==> src/design/router_defs.svh <==
`ifndef ROUTER_DEFS_SVH
`define ROUTER_DEFS_SVH

// flits held by each input FIFO.
`define ROUTER_FIFO_DEPTH 8

// payload bits carried by every flit.
`define ROUTER_PAYLOAD_W 16

// a header flit carries the packet length in the low payload bits.
`define ROUTER_LEN_W 12

// local, north, east, west and south.
`define ROUTER_PORTS 5

`endif
==> src/design/routerPkg.sv <==
`include "router_defs.svh"

package routerPkg;

  // flit identifier codes, header is the complement of 3'b001.
  typedef enum logic [2:0]
  {
    flitIdle   = 3'd0,
    flitBody   = 3'd2,
    flitTail   = 3'd3,
    flitHeader = 3'd6
  } flitIdT;

  typedef enum logic [2:0]
  {
    portLocal = 3'd0,
    portNorth = 3'd1,
    portEast  = 3'd2,
    portWest  = 3'd3,
    portSouth = 3'd4
  } portT;

  // one-hot arbiter state, bit 0 is idle and bits 1 to 5 follow the port order.
  typedef enum logic [5:0]
  {
    grantIdle  = 6'b000001,
    grantLocal = 6'b000010,
    grantNorth = 6'b000100,
    grantEast  = 6'b001000,
    grantWest  = 6'b010000,
    grantSouth = 6'b100000
  } grantStateT;

  typedef struct packed
  {
    flitIdT                       flitId;
    logic [`ROUTER_PAYLOAD_W-1:0] payload;
  } flitT;

  typedef struct packed
  {
    logic valid;
    portT srcPort;
    flitT flit;
  } outFlitT;

endpackage

==> src/design/routerOutputChannel.sv <==
`timescale 1ns/1ps
`include "router_defs.svh"

module routerOutputChannel
(
  input  logic                     clk,
  input  logic                     rst,
  input  routerPkg::flitT          inFlit [`ROUTER_PORTS],
  input  logic [`ROUTER_PORTS-1:0] inStrobe,
  output routerPkg::outFlitT       outFlit
);

  routerPkg::flitT          headFlit [`ROUTER_PORTS];
  logic [`ROUTER_PORTS-1:0] req;
  routerPkg::grantStateT    grant;

  genvar p;
  generate
    for (p = 0; p < `ROUTER_PORTS; p++)
    begin : portGen
      // each port pops on its own grant bit.
      inputPort inPort
      (
        .clk      (clk),
        .rst      (rst),
        .inFlit   (inFlit[p]),
        .strobe   (inStrobe[p]),
        .pop      (grant[p+1]),
        .headFlit (headFlit[p]),
        .req      (req[p])
      );
    end
  endgenerate

  outputArbiter outArbiter
  (
    .clk      (clk),
    .rst      (rst),
    .req      (req),
    .headFlit (headFlit),
    .grant    (grant)
  );

  flitMux outMux
  (
    .clk      (clk),
    .rst      (rst),
    .grant    (grant),
    .req      (req),
    .headFlit (headFlit),
    .outFlit  (outFlit)
  );

endmodule

==> src/design/flitMux.sv <==
`timescale 1ns/1ps
`include "router_defs.svh"

module flitMux
(
  input  logic                     clk,
  input  logic                     rst,
  input  routerPkg::grantStateT    grant,
  input  logic [`ROUTER_PORTS-1:0] req,
  input  routerPkg::flitT          headFlit [`ROUTER_PORTS],
  output routerPkg::outFlitT       outFlit
);

  logic            selValid;
  routerPkg::portT selPort;
  routerPkg::flitT selFlit;

  // grant bit i+1 belongs to port i, and an idle grant leaves valid low.
  always_comb
  begin
    selValid = 1'b0;
    selPort  = routerPkg::portLocal;
    selFlit  = '0;
    for (int i = 0; i < `ROUTER_PORTS; i++)
    begin
      if (grant[i+1])
      begin
        selValid = req[i];
        selPort  = routerPkg::portT'(i);
        selFlit  = headFlit[i];
      end
    end
  end

  always_ff @(posedge clk)
  begin
    outFlit.srcPort <= selPort;
    outFlit.flit    <= selFlit;
    if (rst)
      outFlit.valid <= 1'b0;
    else
      outFlit.valid <= selValid;
  end

endmodule

==> src/design/outputArbiter.sv <==
`timescale 1ns/1ps
`include "router_defs.svh"

module outputArbiter
(
  input  logic                      clk,
  input  logic                      rst,
  input  logic [`ROUTER_PORTS-1:0]  req,
  input  routerPkg::flitT           headFlit [`ROUTER_PORTS],
  output routerPkg::grantStateT     grant
);

  localparam int ports = `ROUTER_PORTS;

  routerPkg::grantStateT nextState;
  logic [ports-1:0]      runTimer;
  logic [ports-1:0]      timesup;

  genvar g;
  generate
    for (g = 0; g < ports; g++)
    begin : timerGen
      flitTimer portTimer
      (
        .clk     (clk),
        .rst     (rst),
        .flitId  (headFlit[g].flitId),
        .length  (headFlit[g].payload[`ROUTER_LEN_W-1:0]),
        .run     (runTimer[g]),
        .timesup (timesup[g])
      );
    end
  endgenerate

  always_ff @(posedge clk)
  begin
    if (rst)
      grant <= routerPkg::grantIdle;
    else
      grant <= nextState;
  end

  always_comb
  begin
    int   owner;
    int   searchLen;
    int   cand;
    logic holding;
    logic legal;
    logic found;

    owner     = 0;
    searchLen = ports - 1;
    cand      = 0;
    holding   = 1'b1;
    legal     = 1'b1;
    found     = 1'b0;
    runTimer  = '0;
    nextState = routerPkg::grantIdle;

    // from idle the search starts just after south, so local comes first.
    case (grant)
      routerPkg::grantIdle:
      begin
        owner     = ports - 1;
        searchLen = ports;
        holding   = 1'b0;
      end
      routerPkg::grantLocal:
        owner = 0;
      routerPkg::grantNorth:
        owner = 1;
      routerPkg::grantEast:
        owner = 2;
      routerPkg::grantWest:
        owner = 3;
      routerPkg::grantSouth:
        owner = 4;
      default:
        legal = 1'b0;
    endcase

    if (legal)
    begin
      if (holding && req[owner] && !timesup[owner])
      begin
        runTimer[owner] = 1'b1;
        nextState       = grant;
      end
      else
      begin
        // the owner itself is not a candidate, so a lone expired port drops to idle.
        for (int i = 1; i <= ports; i++)
        begin
          cand = owner + i;
          if (cand >= ports)
            cand = cand - ports;
          if (!found && i <= searchLen && req[cand])
          begin
            found     = 1'b1;
            nextState = routerPkg::grantStateT'(6'b1 << (cand + 1));
          end
        end
      end
    end
  end

endmodule

==> src/design/inputPort.sv <==
`timescale 1ns/1ps
`include "router_defs.svh"

module inputPort
(
  input  logic            clk,
  input  logic            rst,
  input  routerPkg::flitT inFlit,
  input  logic            strobe,
  input  logic            pop,
  output routerPkg::flitT headFlit,
  output logic            req
);

  localparam int depth = `ROUTER_FIFO_DEPTH;
  localparam int ptrW  = $clog2(depth);
  localparam int cntW  = $clog2(depth + 1);

  routerPkg::flitT mem [depth];
  logic [ptrW-1:0] wrPtr;
  logic [ptrW-1:0] rdPtr;
  logic [cntW-1:0] count;
  logic            full;
  logic            empty;
  logic            push;
  logic            take;

  assign full  = (count == cntW'(depth));
  assign empty = (count == '0);

  // a strobe into a full FIFO is lost, a pop from an empty one does nothing.
  assign push = strobe && !full;
  assign take = pop && !empty;

  always_ff @(posedge clk)
  begin
    if (push)
      mem[wrPtr] <= inFlit;
  end

  always_ff @(posedge clk)
  begin
    if (rst)
    begin
      wrPtr <= '0;
      rdPtr <= '0;
      count <= '0;
    end
    else
    begin
      if (push)
        wrPtr <= (wrPtr == ptrW'(depth - 1)) ? '0 : wrPtr + 1'b1;
      if (take)
        rdPtr <= (rdPtr == ptrW'(depth - 1)) ? '0 : rdPtr + 1'b1;
      case ({push, take})
        2'b10:
          count <= count + 1'b1;
        2'b01:
          count <= count - 1'b1;
        default:
          count <= count;
      endcase
    end
  end

  assign headFlit = mem[rdPtr];
  assign req      = !empty;

endmodule

==> src/design/flitTimer.sv <==
`timescale 1ns/1ps
`include "router_defs.svh"

module flitTimer
(
  input  logic                     clk,
  input  logic                     rst,
  input  routerPkg::flitIdT        flitId,
  input  logic [`ROUTER_LEN_W-1:0] length,
  input  logic                     run,
  output logic                     timesup
);

  logic [`ROUTER_LEN_W-1:0] quantum;
  logic [`ROUTER_LEN_W-1:0] count;

  always_ff @(posedge clk)
  begin
    if (rst)
    begin
      quantum <= '0;
      count   <= '0;
    end
    else
    begin
      // the quantum follows whichever header currently sits at the port head.
      if (flitId == routerPkg::flitHeader)
        quantum <= length;
      if (run)
        count <= count + 1'b1;
      else
        count <= '0;
    end
  end

  // a zero length expires in the first granted cycle.
  assign timesup = (count == quantum);

endmodule

==> config.mk <==
export PLATFORM = sky130hd
export DESIGN_NAME = routerOutputChannel
export DESIGN_NICKNAME = d
export VERILOG_FILES = /design/src/design/routerPkg.sv /design/src/design/routerOutputChannel.sv /design/src/design/flitMux.sv /design/src/design/outputArbiter.sv /design/src/design/inputPort.sv /design/src/design/flitTimer.sv
export VERILOG_INCLUDE_DIRS = /design/src /design/src/design
export SDC_FILE = /design/constraint.sdc
export NUM_CORES = 1
export LEC_CHECK = 0
export BUFFER_PORTS_ARGS = -buffer_cell sky130_fd_sc_hd__buf_2
export CAP_MARGIN = 20
export CORE_MARGIN = 4
export CORE_UTILIZATION = 30
export CTS_CLUSTER_DIAMETER = 30
export DETAILED_ROUTE_END_ITERATION = 12
export PLACE_DENSITY = 0.46
export SLEW_MARGIN = 20
export SYNTH_ARGS = -nofsm -noshare
export SYNTH_HDL_FRONTEND = slang
export SYNTH_SLANG_ARGS = --single-unit
==> constraint.sdc <==
create_clock -name clk -period 4.37 [get_ports clk]
set_clock_uncertainty 0.1 [all_clocks]
set_input_delay 1.0925 -clock clk [delete_from_list [all_inputs] [get_ports clk]]
set_output_delay 1.0925 -clock clk [all_outputs]
set_load 0.05 [all_outputs]
* Word level (Yosys, flattened, before mapping)
Memories as Yosys holds them, arrays and structs flattened. A register that Yosys moved wholly into a read port is not among the register bits.
Cells that the tools add are included.
** Storage, ports and cells
- Bits in registers :: 199
- Bits in writable memories :: 760
- Bits of input ports :: 102
- Output and inout port bits :: 23
- Memories :: 5
** Operators by class
- $add $sub $neg :: 40
- $lt $le $gt $ge :: 17
- Eq/ne operators :: 41
- Shifts and indexed selects :: 5
- Multiplexer cells :: 109
- Bitwise logic cells :: 6
- Reductions and logical operators :: 55
** Memories
- portGen[0].inPort.mem :: words 8, width 19, rd ports 1, clocked after Yosys merged registers in 1, write ports 1, RTL line inputPort.sv:19 : routerPkg::flitT mem [depth];
- portGen[1].inPort.mem :: words 8, width 19, rd ports 1, clocked after Yosys merged registers in 1, write ports 1, RTL line inputPort.sv:19
- portGen[2].inPort.mem :: words 8, width 19, rd ports 1, clocked after Yosys merged registers in 1, write ports 1, RTL line inputPort.sv:19
- portGen[3].inPort.mem :: words 8, width 19, rd ports 1, clocked after Yosys merged registers in 1, write ports 1, RTL line inputPort.sv:19
- portGen[4].inPort.mem :: words 8, width 19, rd ports 1, clocked after Yosys merged registers in 1, write ports 1, RTL line inputPort.sv:19
** Operators by type and width (count)
- $mux W32 :: 15
- $add A32 B2 Y32 const B :: 5
- $ge A32 B4 Y1 const B :: 5
- $lt A32 B5 Y1 const B :: 5
- $shl A1 B32 Y6 const A :: 5
- $sub A32 B4 Y32 const B :: 5
- $mux W19 :: 5
- $add A12 B1 Y12 const B :: 5
- $eq A12 B12 Y1 :: 5
- $mux W3 :: 20
- $mux W1 :: 46
- $eq A3 B3 Y1 const B :: 15
- $pmux W4 S2 :: 5
- $add A3 B1 Y3 const B :: 10
- $mux W6 :: 5
- $logic_and A1 B1 Y1 :: 22
- $bmux W1 S3 :: 7
- $add A4 B1 Y4 const B :: 5
- $eq A4 B4 Y1 const B :: 5
- $logic_not A4 Y1 :: 5
- $sub A4 B1 Y4 const B :: 5
- $logic_not A1 Y1 :: 15
- $reduce_or A2 Y1 :: 7
- $pmux W3 S4 :: 1
- 22 further kinds :: 45

* Longest topological paths before layout
Gate-level depths: netlist (run 1).
- Depth in word-level cells :: 39
- Mapped depth :: 21

* By module
Synthesis (run 1) repeated with hierarchy kept, for this count alone.
** Unflattened totals
- Cell total of the unflattened synthesis :: 2532
- Area, all modules :: 41604.9 sq um
** Modules (own cells, without submodules)
- inputPort :: instances 5, cells each 296, area each 6498.7 sq um, seq. area each 4824.6 sq um
- flitTimer :: instances 5, cells each 113, area each 1068.5 sq um, seq. area each 480.5 sq um
- outputArbiter :: instances 1, cells each 321, area each 2249.7 sq um, seq. area each 120.1 sq um
- flitMux :: instances 1, cells each 166, area each 1519.0 sq um, seq. area each 460.4 sq um

* Least setup slack after synthesis (run 1)
Ideal clock, no wire load.
- Kind :: register to register
- Start :: register outArbiter.grant[0]
- End :: register outArbiter.grant[0]
- Library setup time :: 0.069 ns
- Data arrival time :: 4.406 ns
- Data required time :: 4.201 ns
- Path slack :: -0.205 ns
- Cell stages (with the launch flop) :: 20
- Clock period less this slack :: 4.575 ns
- Cells stage by stage :: dfxtp_1 buf_6 or4_1 or2_1 buf_6 ha_1 ha_1 clkbuf_1 a21oi_1 mux2_2 inv_2 ha_1 nand2b_1 a21oi_1 o21ai_0 o211a_1 a2111oi_0 a21oi_1 a2111o_1 o21ai_1
** On the way
- Cells in the longest elaborated chain, start to end :: 37
** Ends and longest elaborated chain
- start, declared :: RTL line outputArbiter.sv:10 : output routerPkg::grantStateT grant
- start signal, assigned :: RTL line outputArbiter.sv:38 : grant <= routerPkg::grantIdle;
- start signal, assigned :: RTL line outputArbiter.sv:40 : grant <= nextState;
- $eq A6 B1 Y1 or $eq A6 B6 Y1 (tied branches) :: RTL line outputArbiter.sv:62 : case (grant)
- $reduce_or A2 Y1 (no source line)
- $pmux W3 S4 :: RTL line outputArbiter.sv:62
- $add A3 B1 Y4 :: RTL line outputArbiter.sv:95 : cand = owner + i;
- $sub A32 B4 Y32 or $ge A32 B4 Y1 (tied branches) :: RTL line outputArbiter.sv:97, outputArbiter.sv:96
- $mux W32 :: RTL line outputArbiter.sv:96 : if (cand >= ports)
- $mux W32 :: RTL line outputArbiter.sv:85 : if (holding && req[owner] && !timesup[owner])
- $mux W32 :: RTL line outputArbiter.sv:83 : if (legal)
- [19 not listed]
- $logic_not A1 Y1 :: RTL line outputArbiter.sv:98 : if (!found && i <= searchLen && req[cand])
- $logic_and A1 B1 Y1 (2 in a row) :: RTL line outputArbiter.sv:98
- $mux W1 :: RTL line outputArbiter.sv:98
- $mux W1 :: RTL line outputArbiter.sv:85
- $mux W1 :: RTL line outputArbiter.sv:83
- $logic_not A1 Y1 :: RTL line outputArbiter.sv:98
- $logic_and A1 B1 Y1 (2 in a row) :: RTL line outputArbiter.sv:98
- $mux W6 :: RTL line outputArbiter.sv:98
Parallel ways exist; a longest one is shown, timed or not. The select of a mux whose other input is x is not followed.
A chain may end at the register's enable or synchronous reset.

* Final worst setup path (run 1)
- Start :: register outArbiter.grant[0]
- End :: register outArbiter.grant[2]
The elaborated chain is that of the path after synthesis.

==> summary.md, run 1 <==
| Metric | Value |
|---|---|
| Worst skew pair latency | `~0.79 ns` |
| Period utilization | `0.954` |
| Critical-path maximum fanout | `16` |
| Non-Filler Instances | `between 4000 and 5000` |
| Worst r2r src | `outArbiter.grant[0]$_SDFFE_PP1N_` |
| Commonest non-fill, non-tap cell in the layout | `edfxtp_1` |
| Clock tree sinks | `between 900 and 1000` |
| Syn Std Cell Area | `about 40000 um^2` |
| First-iteration detailed-routing DRC count | `roughly 1600` |
| Fmax | `roughly 240 MHz` |
| Syn_area_per_cell | `about 16 um^2` |
| Hold Path Cell Cnt | `2` |
| Ys async rst share | `0` |
| RR Endpoint | `outArbiter.grant[2]$_SDFFE_PP0N_` |
| Hold endpoint | `portGen[4].inPort.rdPtr[1]$_SDFFE_PP0P_` |
| CTS HTree Levels | `4` |
| Post-layout min period | `4.17 ns` |
| Clock tree buffer depth | `3` |
| Wirelength per Cell | `roughly 22 um` |
| # setup viols final | `0` |
| Slowest cell on the critical path | `or4_1` |
| Initial core utilization | `0.303` |
| Row cnt | `between 100 and 150` |
| Final Hold Vio Count | `0` |
| WP data required | `~5 ns` |
| Core area | `132000 um^2` |
| Vias in the first global route | `23900` |
| Yosys warns | `0` |
| CTS Buf Count | `between 200 and 250` |
| Pwr Density | `slightly below 700 nW/um^2` |
| Startpoint Class | `flip-flop` |
| Arrival time worst endpoint | `around 4.8 ns` |
| # DRC | `0` |
| Nets@finish | `2995` |
| R2r worst-path depth | `19` |
| Setup slack, reg-to-reg | `0.20 ns` |
| Main synth FF type | `edfxtp_1` |
| I/O pin count | `roughly 130` |
| Via/cell ratio | `between 4 and 5` |
| Netlist cell types | `73` |
| Final Max Slew Viols | `0` |
| Slowest cell delay on critical path | `approximately 0.54 ns` |
| Number of port buffers | `124` |
| Dpl cells | `roughly 4400` |
| RSZ-0062 raised after global routing | `yes` |
| Post-synth EDFFs | `760` |
| Final WL | `around 100000 um` |
| Hpwl dp | `66900 um` |
| Gr ovfl total | `0` |
| Most frequent cells in the layout | `edfxtp_1, nor2_1, clkbuf_16` |
| Leakage | `between 15 and 20 nW` |
| Routability cong. | `around 0.86` |
| Fin util | `0.386` |
| WS Path Type | `reg2reg` |
| Initial antenna violation count | `18` |
| Die area | `139000 um^2` |
| Max-slew headroom | `0.320` |
| First-pass GRT wire length | `about 150000 um` |
| Post-synthesis sequential area ratio | `0.677` |
| CTS tree | `yes` |
| GR Util All Layers | `0.146` |
| Largest net degree at the start of global routing | `80` |
| Mapped Nets | `~2700` |
| Crit end category | `flip-flop` |
| Hold Crit Class | `reg2reg` |
| Outcome | `completed` |
| Worst slew pin tran | `between 1 and 1.5 ns` |
| Final ANT Viol Nets | `0` |
| Synth Register Bits | `around 970` |
| Vias | `22700` |
| Die Y | `around 370 um` |
| Final TNS setup | `0 ns` |
| Crit-path cells | `or4_1, or2_4, buf_6, inv_4, ha_2, nor2_1, a21boi_0, o21ai_1, and2_4, ha_1, nand2b_1, a21oi_2, o21ai_0, o211a_1, a2111oi_4, buf_4, nand2_1, o311a_1, a31oi_2` |
| Post-Synthesis Cells | `2493` |
| Layout cells sized above 1 | `0.299` |
| Peak VDD IR | `~0.5 mV` |
| Root buffer cell | `clkbuf_16` |
| First drt pass iteration count | `5` |
| Min-delay src | `portGen[4].inPort.rdPtr[1]$_SDFFE_PP0P_` |
| Clock Pin Slew Worst Setup and Hold Paths | `0.04 ns` |
| Max_cap viols | `0` |
| Area growth from synthesis to layout | `27.1%` |
| Die width | `between 300 and 400 um` |
[per-stage QoR]
step / worst slack, ns / power, mW / instance area, um^2 / hold slack, ns
floorplan: 0.0244 / 15.6 / 40000 / 0.229
global placement: 0.0655 / 18.1 / 43500 / 0.363
detailed placement: 0.0478 / 18.2 / 43500 / 0.376
CTS: 0.0130 / 34.4 / 50800 / 0.381
global route: -0.0461 / 35.8 / 50900 / 0.415
finish: 0.201 / 34.4 / 50900 / 0.382
[cells by family (layout without fill, tap and decap cells)]
logic type               count (synthesis)  after routing  share of synthesized area
AND/OR/NAND/NOR                        548            548                     0.0636
adder cells (fa/ha/maj)                 73             73                     0.0239
buffers and inverters                  164            666                     0.0165
multiplexers                           340            340                      0.146
other                                    0              7                          0
XOR/XNOR                               142            142                     0.0311
flip-flops                             974            974                      0.677
AO/OA/AOI/OAI                          252            252                     0.0414
[registers in the layout, summed over array words and instances, names as in the netlist, named ones only]
name	count
portGen.inPort.wrPtr	15
outArbiter.grant	6
outArbiter.timerGen.portTimer.count	60
portGen.inPort.rdPtr	15
portGen.inPort.count	20
outArbiter.timerGen.portTimer.quantum	60
outMux.outFlit	23
portGen.inPort.mem	760
[power breakdown]
| part | total (mW) | internal (mW) | switching [mW] |
|---|---|---|---|
| sequential | 10.6 | 10.4 | 0.203 |
| clock | 16.0 | 10.9 | 5.09 |
| combinational | 7.83 | 2.96 | 4.87 |
[how the worst max path moves through the flow]
stage,start,end,slack [ns],cells after the start
2_1_floorplan,outArbiter.grant[0]$_SDFFE_PP1N_,outArbiter.grant[0]$_SDFFE_PP1N_,0.02,19
3_3_place_gp,outArbiter.grant[0]$_SDFFE_PP1N_,outArbiter.grant[2]$_SDFFE_PP0N_,0.07,19
3_5_place_dp,outArbiter.grant[0]$_SDFFE_PP1N_,outArbiter.grant[2]$_SDFFE_PP0N_,0.05,19
4_1_cts,outArbiter.grant[0]$_SDFFE_PP1N_,outArbiter.grant[2]$_SDFFE_PP0N_,0.01,19
5_1_grt,outArbiter.grant[0]$_SDFFE_PP1N_,outArbiter.grant[2]$_SDFFE_PP0N_,-0.05,19
6_report,outArbiter.grant[0]$_SDFFE_PP1N_,outArbiter.grant[2]$_SDFFE_PP0N_,0.20,19
[cell usage after synthesis (all sizes together), types with 7 or more instances]
master,instances,area share
a2111oi,7,0.0020
a211oi,58,0.011
a21o,8,0.0015
a21oi,86,0.011
and3,22,0.0034
buf,43,0.0052
clkbuf,69,0.0065
dfxtp,214,0.11
edfxtp,760,0.57
ha,67,0.021
inv,51,0.0048
mux2,49,0.014
mux2i,101,0.026
mux4,190,0.11
nand2,101,0.0095
nand2b,22,0.0034
nand3,43,0.0054
nand4,21,0.0033
nor2,241,0.023
nor3,51,0.0064
nor4,18,0.0033
o21ai,40,0.0053
xnor2,93,0.020
xor2,49,0.011
[critical path: cells and delay by family (launching register included)]
| family | cells | cell delay, ns |
|---|---|---|
| buf+inv | 3 | 0.47 |
| compound gates | 8 | 1.58 |
| flops | 1 | 0.30 |
| fa+ha+maj | 2 | 0.42 |
| simple gates | 6 | 1.21 |
[routing by layer]
metal | global-route usage | part of all wire | vias up
met5 | 0 | 0.00081 | -
met4 | 0.0419 | 0.019 | 12
met3 | 0.0409 | 0.057 | 172
met2 | 0.240 | 0.49 | 539
met1 | 0.188 | 0.44 | 11600
li1 | - | - | 10400
[final cells by class]
cell class                      count  area (um^2)
Inverter                           52          198
Fill cell                       12100        81100
Timing Repair Buffer              233         1500
Multi-Input combinational cell   1355        12600
Antenna cell                        7         17.5
Clock buffer                      234         5350
Clock inverter                    147         1930
Tap cell                         1755         2200
Sequential cell                   974        27100
[timing repair]
item,4_1_cts,5_1_grt
resized for setup,0,16
setup buffers,0,5
hold buffers,0,0
setup endpoints to repair,0,6
(Power assumes the default switching activity.)
==> run 2, diff against run 1 <==
Settings changed: CELL_PAD_IN_SITES_DETAIL_PLACEMENT set to 1, CELL_PAD_IN_SITES_GLOBAL_PLACEMENT set to 1, CORE_MARGIN 4 to 3, CORE_UTILIZATION 30 to 45, PLACE_DENSITY 0.46 to 0.72.
==> run 2 against run 1 <==
  * Sequential share of layout area grew 1.5 points
  * Critical path type unchanged
  * Count of clock-buffer cells in the layout shrank 26
  * Via count grew 2.2%
  * Highest routed layer unchanged
  * Non-clock buffer count is the same
  * Cell count shrank 13%
==> summary.md, run 2 (synthesized netlist as in run 1, its figures left out) <==
| Metric | Value |
|---|---|
| Outcome | `completed` |
| Post-layout min period | `4.21 ns` |
| Die area | `between 90000 and 100000 um^2` |
| RR Endpoint | `outArbiter.grant[2]$_SDFFE_PP0N_` |
| WS Path Type | `reg2reg` |
| Crit end category | `flip-flop` |
| Hold Path Cell Cnt | `1` |
| Slowest cell on the critical path | `or4_1` |
| Max-slew headroom | `0.336` |
| Clock tree buffer depth | `3` |
| Worst slew pin tran | `roughly 0.99 ns` |
| Vias in the first global route | `roughly 26000` |
| # setup viols final | `0` |
| Crit-path cells | `or4_1, or2_4, buf_4, clkinv_2, ha_2, nand2b_4, a21boi_2, or3_1, and2_4, ha_1, nand2b_1, a21oi_2, buf_4, a2111oi_4, buf_4, nand2_1, o311a_1, a31oi_1` |
| Peak VDD IR | `around 0.5 mV` |
| Largest regs | `portGen.inPort.mem: 760 flops, outArbiter.timerGen.portTimer.count: 60 flops, outArbiter.timerGen.portTimer.quantum: 60 flops` |
| Gr ovfl total | `0` |
| First-iteration detailed-routing DRC count | `1653` |
| CTS tree | `yes` |
| Most frequent CP cell | `buf_4` |
| First-pass GRT wire length | `between 150000 and 200000 um` |
| Hpwl dp | `about 67000 um` |
| Clock tree sinks | `~970` |
| Hold endpoint | `outArbiter.timerGen[1].portTimer.count[0]$_SDFF_PP0_` |
| Period utilization | `0.964` |
| Row cnt | `~110` |
| Commonest non-fill, non-tap cell in the layout | `edfxtp_1` |
| I/O pin count | `125` |
| Final ANT Viol Nets | `0` |
| Largest net degree at the start of global routing | `73` |
| Max_cap viols | `0` |
| Leakage | `16.8 nW` |
| Buf/Inv on CP | `4` |
| WP data required | `slightly below 5 ns` |
| Layout cells sized above 1 | `0.293` |
| Worst Slack Setup Final | `between 0.15 and 0.2 ns` |
| Non-Filler Instances | `roughly 4100` |
| Hold Crit Class | `reg2reg` |
| Worst skew pair latency | `around 0.75 ns` |
| GR Util All Layers | `0.229` |
| Die Y | `304 um` |
| Max reg flops | `760` |
| Dpl cells | `3764` |
| Routability cong. | `a little under 0.9` |
| CTS Buf Count | `184` |
| Root buffer cell | `clkbuf_16` |
| # DRC | `0` |
| Number of port buffers | `approximately 120` |
| Worst r2r src | `outArbiter.grant[0]$_SDFFE_PP1N_` |
| Final Max Slew Viols | `0` |
| Nets@finish | `~3000` |
| Final TNS setup | `0 ns` |
| R2r worst-path depth | `18` |
| Arrival time worst endpoint | `4.78 ns` |
| Initial core utilization | `0.458` |
| CTS HTree Levels | `4` |
| Area growth from synthesis to layout | `23.6%` |
| Slowest cell delay on critical path | `roughly 0.56 ns` |
| Top delay family on crit path | `simple AND/OR/NAND/NOR gates` |
| Vias | `23200` |
| Final Hold Vio Count | `0` |
| Via/cell ratio | `5.63` |
| Critical-path maximum fanout | `13` |
| First drt pass iteration count | `5` |
| Fmax | `237 MHz` |
| Largest register by flop count | `portGen.inPort.mem` |
| Core area | `approximately 87000 um^2` |
| Wirelength per Cell | `around 26 um` |
| Startpoint Class | `flip-flop` |
| Initial antenna violation count | `7` |
| RSZ-0062 raised after global routing | `yes` |
| Setup slack, reg-to-reg | `about 0.16 ns` |
| Most frequent cells in the layout | `edfxtp_1, nor2_1, dfxtp_1` |
| Die width | `slightly above 300 um` |
| Min-delay src | `outArbiter.timerGen[1].portTimer.count[0]$_SDFF_PP0_` |
| Pwr Density | `676 nW/um^2` |
| Setup WS pre-CTS | `-0.0816 ns` |
| Final WL | `106000 um` |
| Clock Pin Slew Worst Setup and Hold Paths | `0.05 ns` |
run 2: timing repair:
action,CTS,global route
hold buffers,0,0
endpoints found under the setup margin,4,6
pin swaps,1,2
resized for setup,1,22
setup buffers,1,4
endpoints found under the hold margin,0,0
run 2: power breakdown:
group / total, mW / switching, mW / internal, mW
combinational: 7.96 / 5.01 / 2.95
sequential: 10.6 / 0.217 / 10.4
clock: 14.9 / 4.93 / 9.98
run 2: layout make-up:
type | count | area (um^2)
timing repair buffer | 233 | 1530
clock inverter | 139 | 1800
antenna | 5 | 12.5
clock buffer | 208 | 4850
fill | 7974 | 38000
inverter | 52 | 196
sequential | 974 | 27100
tap | 1155 | 1450
multi-input combinational | 1355 | 12500
run 2: per-stage QoR:
step	cell area (um^2)	hold WS [ns]	power, mW	util
floorplan	40000	0.229	15.6	-
global route	49500	0.403	34.8	0.566
detailed placement	42700	0.376	18.2	0.488
finish	49500	0.388	33.5	0.566
global placement	42700	0.365	18.0	0.488
CTS	49300	0.393	33.3	0.564
run 2: layer usage:
metal	global-route usage	vias up	part of all wire
met3	0.0448	188	0.049
met5	0	-	0.00045
li1	-	10300	-
met1	0.291	12100	0.41
met2	0.396	596	0.52
met4	0.0735	6	0.025
run 2: worst max-delay path by stage:
stage / startpoint / endpoint / cells after the start
2_1_floorplan: outArbiter.grant[0]$_SDFFE_PP1N_ / outArbiter.grant[0]$_SDFFE_PP1N_ / 19
3_3_place_gp: outArbiter.grant[0]$_SDFFE_PP1N_ / outArbiter.grant[2]$_SDFFE_PP0N_ / 19
3_5_place_dp: outArbiter.grant[0]$_SDFFE_PP1N_ / outArbiter.grant[2]$_SDFFE_PP0N_ / 19
4_1_cts: outArbiter.grant[2]$_SDFFE_PP0N_ / outArbiter.grant[2]$_SDFFE_PP0N_ / 20
5_1_grt: outArbiter.grant[0]$_SDFFE_PP1N_ / outArbiter.grant[2]$_SDFFE_PP0N_ / 19
6_report: outArbiter.grant[0]$_SDFFE_PP1N_ / outArbiter.grant[2]$_SDFFE_PP0N_ / 18
